### src/common/nnPkg.sv
`default_nettype none

package nnPkg;
	localparam int FLOAT_BITS = 32;

	typedef logic [FLOAT_BITS-1:0] floatT;
	typedef logic [7:0] weightAddrT;  // Neuron id in the upper nibble.
	typedef logic [3:0] termIdxT;  // Term 0 is the bias.

	typedef enum logic [2:0] {
		stIdle,
		stRequest,
		stFetch,
		stAccumulate,
		stFinish
	} neuronStateT;

	typedef struct packed {
		logic req;
		weightAddrT addr;
	} weightReqT;
endpackage

`default_nettype wire

### src/hw/floatAdd.sv
`timescale 1ns/10ps
`default_nettype none

module floatAdd (
	input nnPkg::floatT a,
	input nnPkg::floatT b,
	output nnPkg::floatT sum
);
	logic [30:0] magA;
	logic [30:0] magB;
	logic swap;
	logic signBig;
	logic subtract;
	logic [7:0] expBig;
	logic [7:0] expSmall;
	logic [23:0] sigBig;
	logic [23:0] sigSmall;
	logic [7:0] expDiff;
	logic [4:0] shiftAmt;
	logic [55:0] shifted;
	logic [26:0] aligned;
	logic [27:0] sumRaw;
	logic [4:0] lzc;
	logic [27:0] normSig;
	logic signed [9:0] expRes;

	assign magA = (a[30:23] == 8'd0) ? 31'd0 : a[30:0];  // Subnormals flush.
	assign magB = (b[30:23] == 8'd0) ? 31'd0 : b[30:0];
	assign swap = magB > magA;
	assign signBig = swap ? b[31] : a[31];
	assign subtract = a[31] ^ b[31];

	assign expBig = swap ? magB[30:23] : magA[30:23];
	assign expSmall = swap ? magA[30:23] : magB[30:23];
	assign sigBig = {expBig != 8'd0, swap ? magB[22:0] : magA[22:0]};
	assign sigSmall = {expSmall != 8'd0, swap ? magA[22:0] : magB[22:0]};

	// Shifts past 26 places leave only sticky, so 31 is enough.
	assign expDiff = expBig - expSmall;
	assign shiftAmt = (expDiff > 8'd31) ? 5'd31 : expDiff[4:0];
	assign shifted = {sigSmall, 32'd0} >> shiftAmt;
	assign aligned = {shifted[55:30], |shifted[29:0]};  // Guard, round, sticky.

	assign sumRaw = subtract ? {1'b0, sigBig, 3'd0} - {1'b0, aligned}
		: {1'b0, sigBig, 3'd0} + {1'b0, aligned};

	// Highest set bit wins.
	always_comb
	begin
		lzc = 5'd28;
		for (int i = 0; i < 28; i++)
		begin
			if (sumRaw[i])
				lzc = 5'(27 - i);
		end
	end

	assign normSig = sumRaw << lzc;
	assign expRes = $signed({2'b00, expBig}) + 10'sd1 - $signed({5'd0, lzc});

	always_comb
	begin
		if (sumRaw == 28'd0)
			sum = '0;  // Exact cancellation is +0.
		else if (expRes <= 10'sd0)
			sum = {signBig, 31'd0};
		else if (expRes >= 10'sd255)
			sum = {signBig, 8'hFE, 23'h7FFFFF};
		else
			sum = {signBig, expRes[7:0], normSig[26:4]};  // Truncate.
	end
endmodule

`default_nettype wire

### src/hw/floatMul.sv
`timescale 1ns/10ps
`default_nettype none

module floatMul (
	input nnPkg::floatT a,
	input nnPkg::floatT b,
	output nnPkg::floatT product
);
	logic sign;
	logic [7:0] expA;
	logic [7:0] expB;
	logic [23:0] sigA;
	logic [23:0] sigB;
	logic [47:0] sigProd;
	logic signed [9:0] expSum;
	logic signed [9:0] expNorm;
	logic [22:0] frac;

	assign sign = a[31] ^ b[31];
	assign expA = a[30:23];
	assign expB = b[30:23];
	assign sigA = {1'b1, a[22:0]};
	assign sigB = {1'b1, b[22:0]};
	assign sigProd = sigA * sigB;
	assign expSum = $signed({2'b00, expA}) + $signed({2'b00, expB}) - 10'sd127;

	// Product of two values in [1,2) needs at most one right shift.
	always_comb
	begin
		if (sigProd[47])
		begin
			frac = sigProd[46:24];
			expNorm = expSum + 10'sd1;
		end
		else
		begin
			frac = sigProd[45:23];
			expNorm = expSum;
		end
	end

	always_comb
	begin
		if (expA == 8'd0 || expB == 8'd0)
			product = {sign, 31'd0};  // Subnormal or zero operand.
		else if (expNorm <= 10'sd0)
			product = {sign, 31'd0};  // Underflow flushes.
		else if (expNorm >= 10'sd255)
			product = {sign, 8'hFE, 23'h7FFFFF};  // Largest finite.
		else
			product = {sign, expNorm[7:0], frac};
	end
endmodule

`default_nettype wire

### src/hw/neuronUnit.sv
`timescale 1ns/10ps
`default_nettype none

module neuronUnit #(
	parameter int INPUTS = 15,
	parameter int NEURON_ID = 0
) (
	input logic clk,
	input logic rstN,
	input logic start,
	input nnPkg::floatT [INPUTS-1:0] inputs,
	output nnPkg::weightReqT req,
	input logic grant,
	input nnPkg::floatT rdData,
	output nnPkg::floatT activation,
	output logic done
);
	localparam nnPkg::termIdxT LAST_TERM = nnPkg::termIdxT'(INPUTS);

	nnPkg::neuronStateT state;
	nnPkg::termIdxT term;
	nnPkg::floatT weight;
	nnPkg::floatT acc;
	nnPkg::floatT product;
	nnPkg::floatT addSum;
	nnPkg::floatT [INPUTS:0] terms;

	// Slot 0 lines up with the bias term.
	assign terms = {inputs, nnPkg::floatT'(0)};

	floatMul mul_i (
		.a(terms[term]),
		.b(weight),
		.product(product)
	);

	floatAdd add_i (
		.a(acc),
		.b(product),
		.sum(addSum)
	);

	assign req.req = (state == nnPkg::stRequest);
	assign req.addr = {4'(NEURON_ID), term};
	assign done = (state == nnPkg::stFinish);

	always_ff @(posedge clk)
	begin
		if (!rstN)
		begin
			state <= nnPkg::stIdle;
			term <= '0;
			activation <= '0;
		end
		else
		begin
			case (state)
				nnPkg::stIdle:
					if (start)
					begin
						term <= '0;
						state <= nnPkg::stRequest;
					end
				nnPkg::stRequest:
					if (grant)
						state <= nnPkg::stFetch;  // Read issued this cycle.
				nnPkg::stFetch:
					state <= nnPkg::stAccumulate;
				nnPkg::stAccumulate:
					if (term == LAST_TERM)
						state <= nnPkg::stFinish;
					else
					begin
						term <= term + 4'd1;
						state <= nnPkg::stRequest;
					end
				nnPkg::stFinish:
				begin
					activation <= acc[nnPkg::FLOAT_BITS-1] ? '0 : acc;  // Rectifier.
					state <= nnPkg::stIdle;
				end
				default:
					state <= nnPkg::stIdle;
			endcase
		end
	end

	always_ff @(posedge clk)
	begin
		if (state == nnPkg::stFetch)
			weight <= rdData;
		if (state == nnPkg::stAccumulate)
			acc <= (term == 4'd0) ? weight : addSum;  // Bias skips the multiply.
	end
endmodule

`default_nettype wire

### config.mk
export PLATFORM = sky130hd
export DESIGN_NAME = neuronUnit
export DESIGN_NICKNAME = d
export VERILOG_FILES = /design/src/common/nnPkg.sv /design/src/hw/floatAdd.sv /design/src/hw/floatMul.sv /design/src/hw/neuronUnit.sv
export SDC_FILE = /design/constraint.sdc
export NUM_CORES = 2
export LEC_CHECK = 0
export ABC_AREA = 1
export BUFFER_PORTS_ARGS = -buffer_cell sky130_fd_sc_hd__buf_2
export CAP_MARGIN = 20
export CORE_AREA = 3 3 255 257
export CTS_CLUSTER_SIZE = 20
export DETAILED_ROUTE_END_ITERATION = 10
export DIE_AREA = 0 0 258 260
export MAX_ROUTING_LAYER = met4
export PLACE_DENSITY = 0.95
export SKIP_CTS_REPAIR_TIMING = 1
export SLEW_MARGIN = 25
export SYNTH_ARGS = -nofsm -noshare
export SYNTH_HDL_FRONTEND = slang
export SYNTH_HIERARCHICAL = 1
export SYNTH_SLANG_ARGS = --single-unit
### constraint.sdc
create_clock -name clk -period 27 [get_ports clk]
set_input_delay 5.4 -clock clk [delete_from_list [all_inputs] [get_ports clk]]
set_output_delay 5.4 -clock clk [all_outputs]
set_load 0.01 [all_outputs]
==> results.yml <==
clock_tree:
  cts_tree: "done"
  cts-root-buf: "sky130_fd_sc_hd__clkbuf_16"
  clk-insertion-delay-late_ns: 0.37
  tritoncts.num_buffers: 9
  clock_tree.htree_level_count: 3
  clk_transition_reported_paths_ns: 0.08
  clkSinkCount: 102
  cts_max_path_buffers: 2
route:
  number_of_vias_in_the_routed_layout: 42503
  drc: 0
  initialDrtViolationCount: 5680
  vias_per_cell: 5.87
  drt_wl_total_mm: 165
  routed_wire_length_per_instance_um: 22.8
  final_antenna_net_count: 0
  drt_pre_antenna_iters: 9
timing:
  timing.hold.ws_ns: 0.464
  timing.final.hold_violations: 0
  finalMaxSlewViolations: 0
  setup_repair_after_global_routing_missed_its_margin: "no"
  setup_viol: 0
  timing.final.crit_share_pct: 94.1
  slew-limit-headroom_pct: 19.4
  setup_total_negative_slack_ns: 0
  max_clock_freq_mhz: 39.3
  final.setup_skew_ns: 0.00871
  final.setup.worst_slack_ns: 1.58
  worstMarginPinSlew_ns: 1.20
  final.min_clock_period_ns: 25.42
global_route:
  grt.total_usage_pct: 49.9
  wire_length_of_the_first_global_routing_pass_mm: 245
  number_of_global_route_vias_before_repair: 42114
  global_route.overflow_total: 0
  antenna_found_initial: 34
  grt_start_max_net_pins: 169
synthesis:
  post_syn_instances: 5997
  synth_top_cell_by_area: "sky130_fd_sc_hd__fa_1"
  yosysSeqAreaShare_pct: 7.00
  post-synth-top-area-fraction_pct: 25.3
  synth-async-reset-ratio_pct: 0
  syn-cell-area_sq_um: 38300
  synth_enable_flop_cells: 64
  synth-seq-cells: 102
  synth_ff_type: "sky130_fd_sc_hd__edfxtp_1"
  yosysWarningCount: 6
  yosysUniqueCellTypes: 67
  post_synth_main_area_contributors: "sky130_fd_sc_hd__fa_1, sky130_fd_sc_hd__nand2_1, sky130_fd_sc_hd__inv_1, sky130_fd_sc_hd__ha_1, sky130_fd_sc_hd__nand3_1"
  syn_area_per_cell_sq_um: 6.39
floorplan:
  core_area_sq_um: 63000
  area_of_the_die_sq_um: 67100
  top_level_ports: 558
  die_w_um: 258
  initial_utilization_pct: 60.8
  die-height_um: 260
  placement_rows: 92
worst_setup_path:
  critical_path_class: "input pin to flop"
  worstReg2RegStart: "term[0]"
  timing.critical_path.from_type: "input pin"
  critical_path_at_ns: 25.53
  worst_setup_path_end_kind: "flop"
  cpPeakStageDelay_ns: 0.60
  worstRegToRegCells: 114
  regToRegSetupSlack_ns: 4.81
  rr_endpoint: "acc[12]"
  required_ns: 27.11
  timing.critical_path.fanout_max: 31
  critical_path.slowest_cell: "sky130_fd_sc_hd__fa_1"
  worst_path_most_repeated_cell: "sky130_fd_sc_hd__nand2_1"
  worst_setup_path_startpoint: "inputs[368]"
  crit_end: "acc[12]"
placement:
  place.gp.congestion: 1.11
  port-buffer-count: 552
  pre_cts_slack_ns: 1.49
  place_inst: 7196
  place_hpwl_mm: 134
final_layout:
  layout-drive-gt1-share_pct: 13.5
  stdcell_count: 7245
  area_delta_synth_final_pct: 9.34
  fillerInstances: 5476
  finish.net_count: 7645
status:
  outcome: "complete, no violations"
min_path:
  timing.hold.worst.start: "activation[3]"
  hold_class: "flop to flop"
flow_run:
  cap_violations: 0
-- flip-flops by register name, summed over array words and instances (netlist names) --
signal	cells
acc	32
weight	32
activation	31
term	4
state	3
-- cells in the final DEF, fill, tap and decap left out, types with 16 or more instances in the layout --
cell,netlist,routed
sky130_fd_sc_hd__a21oi_1,183,183
sky130_fd_sc_hd__a21oi_2,35,35
sky130_fd_sc_hd__buf_2,67,552
sky130_fd_sc_hd__buf_4,26,94
sky130_fd_sc_hd__dfxtp_1,38,35
sky130_fd_sc_hd__diode_2,0,31
sky130_fd_sc_hd__edfxtp_1,64,64
sky130_fd_sc_hd__fa_1,484,484
sky130_fd_sc_hd__ha_1,282,282
sky130_fd_sc_hd__inv_1,1175,1173
sky130_fd_sc_hd__inv_2,22,22
sky130_fd_sc_hd__mux2_2,25,25
sky130_fd_sc_hd__nand2_1,1866,1858
sky130_fd_sc_hd__nand2_2,35,42
sky130_fd_sc_hd__nand3_1,604,600
sky130_fd_sc_hd__nand4_1,24,24
sky130_fd_sc_hd__nor2_1,409,407
sky130_fd_sc_hd__nor3_1,16,16
sky130_fd_sc_hd__o21ai_0,201,201
sky130_fd_sc_hd__xnor2_1,24,24
sky130_fd_sc_hd__xor2_1,31,31
-- worst max-delay path, delay by kind of cell --
kind / cells / cell delay [ns]
fa+ha+maj: 12 / 5.31
simple gates: 74 / 10.56
xor+xnor: 2 / 0.37
buf+inv: 15 / 1.74
mux: 1 / 0.26
compound gates: 11 / 1.88
-- metal layers --
metal	share of wire [%]	GRT usage [%]	wire, um
met4	10	39.5	16900
met3	14	18.4	22700
met5	0	-	0
met2	43	74.0	70800
met1	33	54.0	54700
-- area by class of cell --
class | instances | area, sq um | area share (%)
diodes | 31 | 77.6 | 0.185
inverters | 1199 | 4510 | 10.8
multi-input cells | 4403 | 29800 | 71.0
repair buffers | 648 | 3500 | 8.36
clock inverters | 7 | 67.6 | 0.161
clock buffers | 9 | 225 | 0.538
well taps | 846 | 1060 | 2.53
flip-flops and latches | 102 | 2690 | 6.43
-- metrics by stage --
step | utilization [%] | area [sq um]
after floorplan | - | 38300
after global placement | 65.8 | 41400
after detailed placement | 65.8 | 41400
after CTS | 66.3 | 41700
after global routing | 66.5 | 41900
final | 66.5 | 41900
-- worst min-delay path by stage --
| stage | end | cells after the start |
|---|---|---|
| after floorplan | activation[30] | 2 |
| after global placement | activation[8] | 2 |
| after detailed placement | activation[1] | 2 |
| after CTS | activation[1] | 2 |
| after global routing | activation[13] | 2 |
| final | activation[3] | 2 |
-- logic make-up after synthesis --
kind of cell	share of synthesized area, %
flip-flops	7.00
other	0.00979
AO/OA/AOI/OAI	7.63
AND/OR/NAND/NOR	33.0
multiplexers	0.941
adder cells (fa/ha/maj)	34.5
XOR/XNOR	1.38
buffers and inverters	15.6
-- synth_stat cells (8+ instances only) --
cell                          n
sky130_fd_sc_hd__o21bai_1    14
sky130_fd_sc_hd__a21oi_2     35
sky130_fd_sc_hd__nor2_1     409
sky130_fd_sc_hd__nor2_2      12
sky130_fd_sc_hd__nand3_1    604
sky130_fd_sc_hd__buf_6       22
sky130_fd_sc_hd__nand4_1     24
sky130_fd_sc_hd__edfxtp_1    64
sky130_fd_sc_hd__nand2_1   1866
sky130_fd_sc_hd__nor4_1      12
sky130_fd_sc_hd__inv_1     1175
sky130_fd_sc_hd__xnor2_1     24
sky130_fd_sc_hd__o21ai_0    201
sky130_fd_sc_hd__nor3_1      16
sky130_fd_sc_hd__nor2_4       9
sky130_fd_sc_hd__dfxtp_1     38
sky130_fd_sc_hd__a21oi_1    183
sky130_fd_sc_hd__buf_1       24
sky130_fd_sc_hd__xor2_1      31
sky130_fd_sc_hd__mux2_2      25
sky130_fd_sc_hd__a31oi_1      8
sky130_fd_sc_hd__o21ai_1     10
sky130_fd_sc_hd__nand2_2     35
sky130_fd_sc_hd__ha_1       282
sky130_fd_sc_hd__buf_2       67
sky130_fd_sc_hd__fa_1       484
sky130_fd_sc_hd__buf_4       26
sky130_fd_sc_hd__a21o_1      13
sky130_fd_sc_hd__inv_2       22
sky130_fd_sc_hd__clkbuf_1   159
Power is left out: the tool's default activity adds up to more than one toggle a clock period on the data nets, which glitch-free logic cannot reach.
