File: src/common/nnPkg.sv
`default_nettype none

package nnPkg;
	localparam int FLOAT_BITS = 32;

	typedef logic [FLOAT_BITS-1:0] floatT;
	typedef logic [7:0] weightAddrT;  // Neuron id in the upper nibble.
	typedef logic [3:0] termIdxT;  // Term 0 is the bias.

	typedef enum logic [2:0] {
		stIdle,
		stRequest,
		stFetch,
		stAccumulate,
		stFinish
	} neuronStateT;

	typedef struct packed {
		logic req;
		weightAddrT addr;
	} weightReqT;
endpackage

`default_nettype wire

File: src/hw/weightArbiter.sv
`timescale 1ns/10ps
`default_nettype none

module weightArbiter #(
	parameter int NEURONS = 4
) (
	input logic clk,
	input logic rstN,
	input nnPkg::weightReqT [NEURONS-1:0] reqs,
	output logic [NEURONS-1:0] grants,
	output nnPkg::weightAddrT rdAddr,
	output logic rdEn
);
	localparam int PTR_BITS = (NEURONS > 1) ? $clog2(NEURONS) : 1;

	logic [PTR_BITS-1:0] lastGrant;
	logic [PTR_BITS-1:0] grantIdx;

	// Search starts one past the last winner.
	always_comb
	begin
		logic found;
		logic [PTR_BITS-1:0] idx;
		found = 1'b0;
		grants = '0;
		rdAddr = '0;
		grantIdx = lastGrant;
		for (int i = 1; i <= NEURONS; i++)
		begin
			idx = PTR_BITS'((int'(lastGrant) + i) % NEURONS);
			if (!found && reqs[idx].req)
			begin
				found = 1'b1;
				grants[idx] = 1'b1;
				rdAddr = reqs[idx].addr;
				grantIdx = idx;
			end
		end
	end

	assign rdEn = |grants;

	always_ff @(posedge clk)
	begin
		if (!rstN)
			lastGrant <= PTR_BITS'(NEURONS - 1);  // Unit 0 goes first.
		else if (rdEn)
			lastGrant <= grantIdx;
	end
endmodule

`default_nettype wire

File: config.mk
export PLATFORM = sky130hd
export DESIGN_NAME = weightArbiter
export DESIGN_NICKNAME = d
export VERILOG_FILES = /design/src/common/nnPkg.sv /design/src/hw/weightArbiter.sv
export SDC_FILE = /design/constraint.sdc
export NUM_CORES = 1
export LEC_CHECK = 0
export BUFFER_PORTS_ARGS = -buffer_cell sky130_fd_sc_hd__buf_2
export CAP_MARGIN = 20
export CORE_MARGIN = 1
export CORE_UTILIZATION = 40
export DETAILED_ROUTE_END_ITERATION = 10
export HOLD_SLACK_MARGIN = 0.03
export PLACE_DENSITY = 0.67
export SLEW_MARGIN = 20
export SYNTH_ARGS = -nofsm -noshare
export SYNTH_HDL_FRONTEND = slang
export SYNTH_SLANG_ARGS = --single-unit
File: constraint.sdc
create_clock -name clk -period 6.7 [get_ports clk]
set_clock_uncertainty 0.2 [all_clocks]
set_input_delay 0.335 -clock clk [delete_from_list [all_inputs] [get_ports clk]]
set_output_delay 0.335 -clock clk [all_outputs]
set_load 0.02 [all_outputs]
==> impl_metrics.yaml, run 1 <==
outcome:
  status: "complete, no violations"
worst_setup_path:
  critPathCaptureType: "primary output"
  cp_data_required_time_ns: 6.16
  critPathMaxStageDelay_ns: 0.63
  path_class: "register to primary output"
  worstPathCellList: "inv_1 -> ha_1 -> mux4_2 -> o21a_1 -> nor2b_1 -> a22oi_1 -> a31oi_1 -> o221a_2 -> buf_2"
  path_max_fanout: 16
  slowest_stage: "dfxtp_1"
  arrival_ns: 3.85
  cp_top_family: "compound AO/OA/AOI/OAI gates"
  crit_buf_inv: 2
  startpoint_type: "register"
clock_tree:
  clock_sinks: 2
  worstSkewPairLatency_ns: 0.24
  ctsResizeCount: 0
  h-tree-depth: 1
  postCtsSetupRepairBufs: 0
  clock_tree.buffer_depth: 2
  clk_pin_slew_worst_paths_ns: 0.04
  cts_tree: "done"
  cts-hold-fix-buffers: 0
  cts_buffers: 3
  cts-root-buf: "clkbuf_4"
placement:
  place_inst: 268
  hpwl_mm: 2.87
  io_buffers: 50
  gp_congestion: 0.769
yosys:
  syn_nets: 234
  async_flop_share_pct: 0
  yosysSeqAreaShare_pct: 2.97
  ys_types: 44
  synth_edf_count: 0
  syn_area_um2: 1350
  ys_warn_count: 0
  syn_area_per_cell_um2: 7.16
  ys_ff_latch: 2
  synth_ff_type: "dfxtp_1"
  synth_cells: 188
floorplanning:
  rows: 20
  fp.dieH_um: 60.0
  die-area_um2: 3600
  core_um2: 3130
  num_io_pins: 51
  die_width_um: 60.0
  start_util_pct: 43.0
grt:
  grt_antenna_before_repair: 0
  grtUsageTotal_pct: 22.3
  overflow: 0
  grt_max_degree: 48
  grt_pass1_wl_mm: 6.30
  grt_pass1_vias: 1370
timing:
  hold_slack_ns: 0.176
  worst_slew_pin_slew_ns: 0.653
  fin_crit_sh_pct: 65.4
  tns_ns: 0
  relSlewSlack_pct: 56.3
  setup_viol: 0
  timing.final.crit_period_ns: 4.38
  slew_viol_final: 0
  rsz0062_at_grt: "false"
  hold_viol_final: 0
  max_freq_mhz: 228
route:
  post_drt_wl_per_cell_um: 14.2
  vias: 1614
  antenna_left: 0
  first_pass_iters: 4
  viasPerCell: 5.96
  drt_iter0_markers: 99
  wirelength_mm: 3.85
  drc: 0
flow_run:
  maxCapViolCount: 0
hold_path:
  min_path_type: "primary input to register"
power:
  powerDensity_nw_per_um2: 553
  power_mw: 0.889
  ir_drop_mv: 0.297
  leakagePower_nw: 0.724
final_layout:
  antenna_cells: 0
  area_growth_pct: 19.5
  top_register: "lastGrant"
  top_regs: "lastGrant x2"
  largest_reg_flops: 2
  layout_common_cells: "buf_2 (50), nand2_1 (28), nand2b_1 (16)"
  drive_above_1_share_pct: 32.6
  final_common_cell: "buf_2"
  nNetsFinal: 275
  stdcell_count: 271
==> area by class of cell <==
| cell class | instances | area (um^2) |
|---|---|---|
| multi-input combinational | 165 | 1210 |
| inverter | 6 | 22.5 |
| timing repair buffer | 51 | 258 |
| sequential | 2 | 40.0 |
| clock buffer | 3 | 22.5 |
| fill | 333 | 1520 |
| tap | 44 | 55.1 |
==> synthesized netlist by cell type, drive strengths merged (3+ instances only) <==
master  count  area (um^2)
mux2i       5         50.1
inv         6         22.5
a31oi       7         43.8
o22ai      11         68.8
nand3       9         45.0
nand2b     16          100
mux2        4         45.0
nor4        4         25.0
a21oi       7         35.0
ha          8          100
nor2b       3         26.3
o21ai       4         20.0
mux4        4         90.1
buf         7         42.5
nand2      28          105
a22o        5         43.8
a211oi      8         60.1
clkbuf      8         30.0
o221a       7         78.8
a22oi      10         75.1
==> worst paths after layout <==
kind	startpoint	end	slack, ns	depth (start not counted)
worst min-delay path	rstN	lastGrant[1]	0.18	2
worst max register to register	lastGrant[1]	lastGrant[0]	3.10	8
worst max-delay path	lastGrant[1]	rdAddr[7]	2.32	9
worst min register to register	lastGrant[1]	lastGrant[1]	0.68	2
==> per-layer routing <==
metal / GRT usage (%) / part of all wire [%]
met5: 0 / 0
met4: 2.99 / 0
met3: 2.60 / 4.6
met2: 33.8 / 46
met1: 34.2 / 50
==> power by group <==
| part | internal (mW) | leakage (nW) | switching, mW |
|---|---|---|---|
| clock network | 0.0199 | 0.0138 | 0.00839 |
| logic | 0.340 | 0.693 | 0.491 |
| registers | 0.0180 | 0.0168 | 0.0119 |
| total | 0.378 | 0.724 | 0.511 |
==> through the flow <==
stage / instance area (um^2) / utilization (%) / setup slack [ns]
floorplan: 1350 / - / 3.27
global placement: 1590 / 50.7 / 2.66
detailed placement: 1590 / 50.7 / 2.61
CTS: 1610 / 51.4 / 2.36
global route: 1610 / 51.4 / 2.06
finish: 1610 / 51.4 / 2.32
==> kinds of logic (layout without fill, tap and decap cells) <==
group / Yosys count / in the layout / synth area share (%)
buffers and inverters: 21 / 60 / 7.06
multiplexers: 13 / 13 / 13.8
adder cells (fa/ha/maj): 8 / 8 / 7.44
AO/OA/AOI/OAI: 75 / 75 / 41.9
AND/OR/NAND/NOR: 69 / 69 / 26.9
flip-flops: 2 / 2 / 2.97
Power figures use the tool's default switching activity.
==> run 2: changes to the inputs <==
Clock period 6.7 ns to 4.2 ns, I/O delays scaled along.
==> impl_metrics.yaml, run 2 (synthesized netlist as in run 1, its figures left out) <==
final_layout:
  layout_common_cells: "buf_2 (50), nand2_1 (28), nand2b_1 (16)"
  multiInputGateArea_um2: 1210
  antenna_cells: 0
  fill_cells: 319
  top_regs: "lastGrant x2"
  area_growth_pct: 20.6
  drive_above_1_share_pct: 33.2
  final_common_cell: "buf_2"
  largest_reg_flops: 2
  nNetsFinal: 277
  regArea_um2: 40.0
  top_register: "lastGrant"
  stdcell_count: 273
hold_path:
  min_path_type: "primary input to register"
timing:
  rsz0062_at_grt: "false"
  relSlewSlack_pct: 53.4
  worst_slew_pin_slew_ns: 0.698
  max_freq_mhz: 265
  hold_viol_final: 0
  timing.final.crit_period_ns: 3.77
  tns_ns: 0
  fin_crit_sh_pct: 89.8
  slew_viol_final: 0
  setup_viol: 0
power:
  powerDensity_nw_per_um2: 873
  p_sw_mw: 0.803
  p_clk_share_pct: 2.9
  combPwrFrac_pct: 94.9
  pwr-share-seq_pct: 2.3
  p_sw_share_pct: 56.6
  leakagePower_nw: 0.733
  ir_drop_mv: 0.340
  internal_power_mw: 0.615
outcome:
  status: "complete, no violations"
clock_tree:
  cts_buffers: 3
  cts-hold-fix-buffers: 0
  clock_sinks: 2
  postCtsSetupRepairBufs: 0
  cts-root-buf: "clkbuf_4"
  worstSkewPairLatency_ns: 0.22
  h-tree-depth: 1
  cts_tree: "done"
  ctsResizeCount: 0
  clk_pin_slew_worst_paths_ns: 0.03
  clock_tree.buffer_depth: 2
grt:
  grt_max_degree: 48
  grt_antenna_before_repair: 0
  grt_pass1_wl_mm: 5.97
  grt_pass1_vias: 1351
  grtUsageTotal_pct: 20.9
  overflow: 0
worst_setup_path:
  arrival_ns: 3.36
  startpoint_type: "register"
  path_max_fanout: 47
  cp_data_required_time_ns: 3.79
  path_class: "register to primary output"
  critPathCaptureType: "primary output"
placement:
  io_buffers: 50
  hpwl_mm: 2.80
  place_inst: 270
  gp_congestion: 0.846
route:
  antenna_left: 0
  drt_iter0_markers: 108
  viasPerCell: 5.91
  post_drt_wl_per_cell_um: 13.3
  drc: 0
  vias: 1613
  wirelength_mm: 3.64
  first_pass_iters: 4
floorplanning:
  fp.dieH_um: 60.0
  die_width_um: 60.0
  num_io_pins: 51
  start_util_pct: 43.0
  die-area_um2: 3600
  core_um2: 3130
  rows: 20
flow_run:
  maxCapViolCount: 0
[run 2: worst paths after layout]
check | from | to | slack [ns] | cells after the start
setup / recovery | lastGrant[0] | rdAddr[7] | 0.43 | 8
hold / removal | rstN | lastGrant[1] | 0.09 | 2
hold reg to reg | lastGrant[1] | lastGrant[1] | 0.43 | 2
setup reg to reg | lastGrant[0] | lastGrant[0] | 1.09 | 7
[run 2: power groups by stage]
stage,Sequential [mW],Clock (mW),Combinational (mW)
after CTS,0.0325,0.0417,1.34
final,0.0322,0.0407,1.35
after global placement,0.0324,0,1.34
after floorplan,0.0395,0,1.06
after detailed placement,0.0329,0,1.33
after global routing,0.0329,0.0442,1.48
[run 2: stage by stage]
stage	hold WS, ns	util [%]	worst slack [ns]	cell area, um^2	total power [mW]
floorplan	0.142	-	0.874	1350	1.10
global placement	0.306	51.2	0.727	1600	1.37
detailed placement	0.324	51.2	0.685	1600	1.37
CTS	0.0993	51.9	0.454	1620	1.42
global route	0.103	51.9	0.207	1620	1.55
finish	0.0905	51.9	0.427	1620	1.42
[run 2: per-layer routing]
metal  up-vias  part of all wire, %  global-route usage [%]
met4         0                 0.30                    3.32
met3         2                  5.0                    1.95
met1       739                   49                    30.7
met5         -                    0                       0
met2        47                   45                    33.2
li1        825                    -                       -
[run 2: area by class of cell]
| cell class | count | share of cell area [%] |
|---|---|---|
| inverters | 6 | 1.39 |
| clock buffers | 3 | 1.39 |
| flip-flops and latches | 2 | 2.47 |
| multi-input cells | 165 | 74.6 |
| well taps | 44 | 3.39 |
| repair buffers | 53 | 16.8 |
[run 2: worst max-delay path, stage by stage, from the launching register on]
cell and delay [ns]:
dfxtp_1 0.31, buf_4 0.39, mux4_2 0.72, o21a_1 0.31
nor2b_1 0.57, a22oi_1 0.22, a31oi_1 0.23, o221a_2 0.21
buf_2 0.15
==> run 3: changes to the inputs <==
Settings changed: PLACE_DENSITY 0.67 to 0.7.
Clock period 4.2 ns to 3 ns, I/O delays scaled along.
==> impl_metrics.yaml, run 3 (synthesized netlist as in run 1, its figures left out) <==
grt:
  grt_antenna_before_repair: 0
  overflow: 0
  grt_pass1_vias: 1530
  grt_max_degree: 23
  grtUsageTotal_pct: 22.8
  grt_pass1_wl_mm: 6.49
power:
  leakagePower_nw: 0.821
  ir_drop_mv: 0.526
  powerDensity_nw_per_um2: 1270
  power_mw: 2.32
floorplanning:
  num_io_pins: 51
  fp.dieH_um: 60.0
  die_width_um: 60.0
  start_util_pct: 43.0
  die-area_um2: 3600
  core_um2: 3130
  rows: 20
clock_tree:
  clock_tree.buffer_depth: 2
  worstSkewPairLatency_ns: 0.22
  h-tree-depth: 1
  clk_pin_slew_worst_paths_ns: 0.03
  cts_buffers: 3
  cts-root-buf: "clkbuf_4"
  cts_tree: "done"
  clock_sinks: 2
placement:
  hpwl_mm: 3.05
  postPlaceCellArea_um2: 1670
  io_buffers: 50
  place_inst: 279
  gp_congestion: 0.809
outcome:
  status: "complete, no violations"
timing:
  timing.final.crit_period_ns: 2.93
  setup_viol: 0
  slew_viol_final: 0
  max_freq_mhz: 341
  relSlewSlack_pct: 69.9
  worst_slew_pin_slew_ns: 0.447
  fin_crit_sh_pct: 97.7
  hold_viol_final: 0
route:
  wirelength_mm: 4.15
  drt_iter0_markers: 92
  post_drt_wl_per_cell_um: 14.5
  drc: 0
  first_pass_iters: 4
  antenna_left: 0
  vias: 1743
  viasPerCell: 6.09
final_layout:
  stdcell_count: 286
  drive_above_1_share_pct: 43.0
  layout_common_cells: "buf_2 (50), nand2_1 (28), nand2b_1 (16)"
  area_growth_pct: 35.6
  top_register: "lastGrant"
  largest_reg_flops: 2
  fin_util_pct: 58.4
  fill_cells: 293
  nNetsFinal: 290
  final_common_cell: "buf_2"
  stdcell_area_um2: 1830
  top_regs: "lastGrant x2"
  antenna_cells: 0
hold_path:
  min_path_cells: 3
  min_path_type: "register to register"
worst_setup_path:
  cp_data_required_time_ns: 2.65
  reg2reg_depth: 7
  arrival_ns: 2.58
  startpoint_type: "register"
  critPathCaptureType: "primary output"
  path_class: "register to primary output"
  path_max_fanout: 6
flow_run:
  maxCapViolCount: 0
## run 3: cell count changes in the layout (fill, tap and decap cells not counted), sizes merged
cell | before | now
buf | 53 | 65
dlygate4sd3 | 0 | 1
## run 3: power by group
| group | internal [mW] | switching, mW | leakage [nW] | total [mW] |
|---|---|---|---|---|
| registers | 0.0449 | 0.0140 | 0.0167 | 0.0589 |
| logic | 0.973 | 1.23 | 0.790 | 2.20 |
| clock network | 0.0442 | 0.0161 | 0.0138 | 0.0604 |
| total | 1.06 | 1.26 | 0.821 | 2.32 |
## run 3: metrics by stage
stage,setup WS (ns),setup TNS [ns],hold slack [ns]
2_1_floorplan,0.00557,0,0.0739
3_3_place_gp,0.00237,0,0.256
3_5_place_dp,-0.0615,-0.290,0.243
4_1_cts,0.0171,0,0.436
5_1_grt,-0.0334,-0.0334,0.521
6_report,0.0684,0,0.455
## run 3: worst paths after layout
| check | startpoint | end | slack (ns) |
|---|---|---|---|
| worst max-delay path | lastGrant[0] | rdEn | 0.07 |
| worst min-delay path | lastGrant[0] | lastGrant[0] | 0.45 |
| worst max register to register | lastGrant[0] | lastGrant[0] | 0.10 |
| worst min register to register | lastGrant[0] | lastGrant[0] | 0.45 |
## run 3: final cells by class
cell class | instances | area (um^2) | share of cell area (%)
repair buffers | 66 | 380 | 20.8
clock buffers | 3 | 22.5 | 1.23
inverters | 6 | 22.5 | 1.23
multi-input cells | 165 | 1300 | 71.2
flip-flops and latches | 2 | 45.0 | 2.47
well taps | 44 | 55.1 | 3.02
## run 3: what timing repair did
action                     CTS  global route
pin swaps                    1             2
setup buffers                2             1
hold buffers                 1             0
hold endpoints to repair     1             0
resized for setup            7            12
setup endpoints to repair    9            10
## run 3: routing by layer
layer	GRT usage (%)	vias up	share of wire (%)
li1	-	855	-
met1	31.4	830	45
met2	39.2	54	50
met5	0	-	0
met3	1.08	4	4.6
met4	4.65	0	0.75
## run 3: worst max-delay path, cell delays in order (launching register included)
cell	delay, ns
dfxtp_4	0.37
inv_2	0.06
ha_4	0.28
buf_4	0.15
mux2i_2	0.23
o22ai_1	0.14
a211o_4	0.38
o41ai_4	0.38
nand3_1	0.17
buf_2	0.19
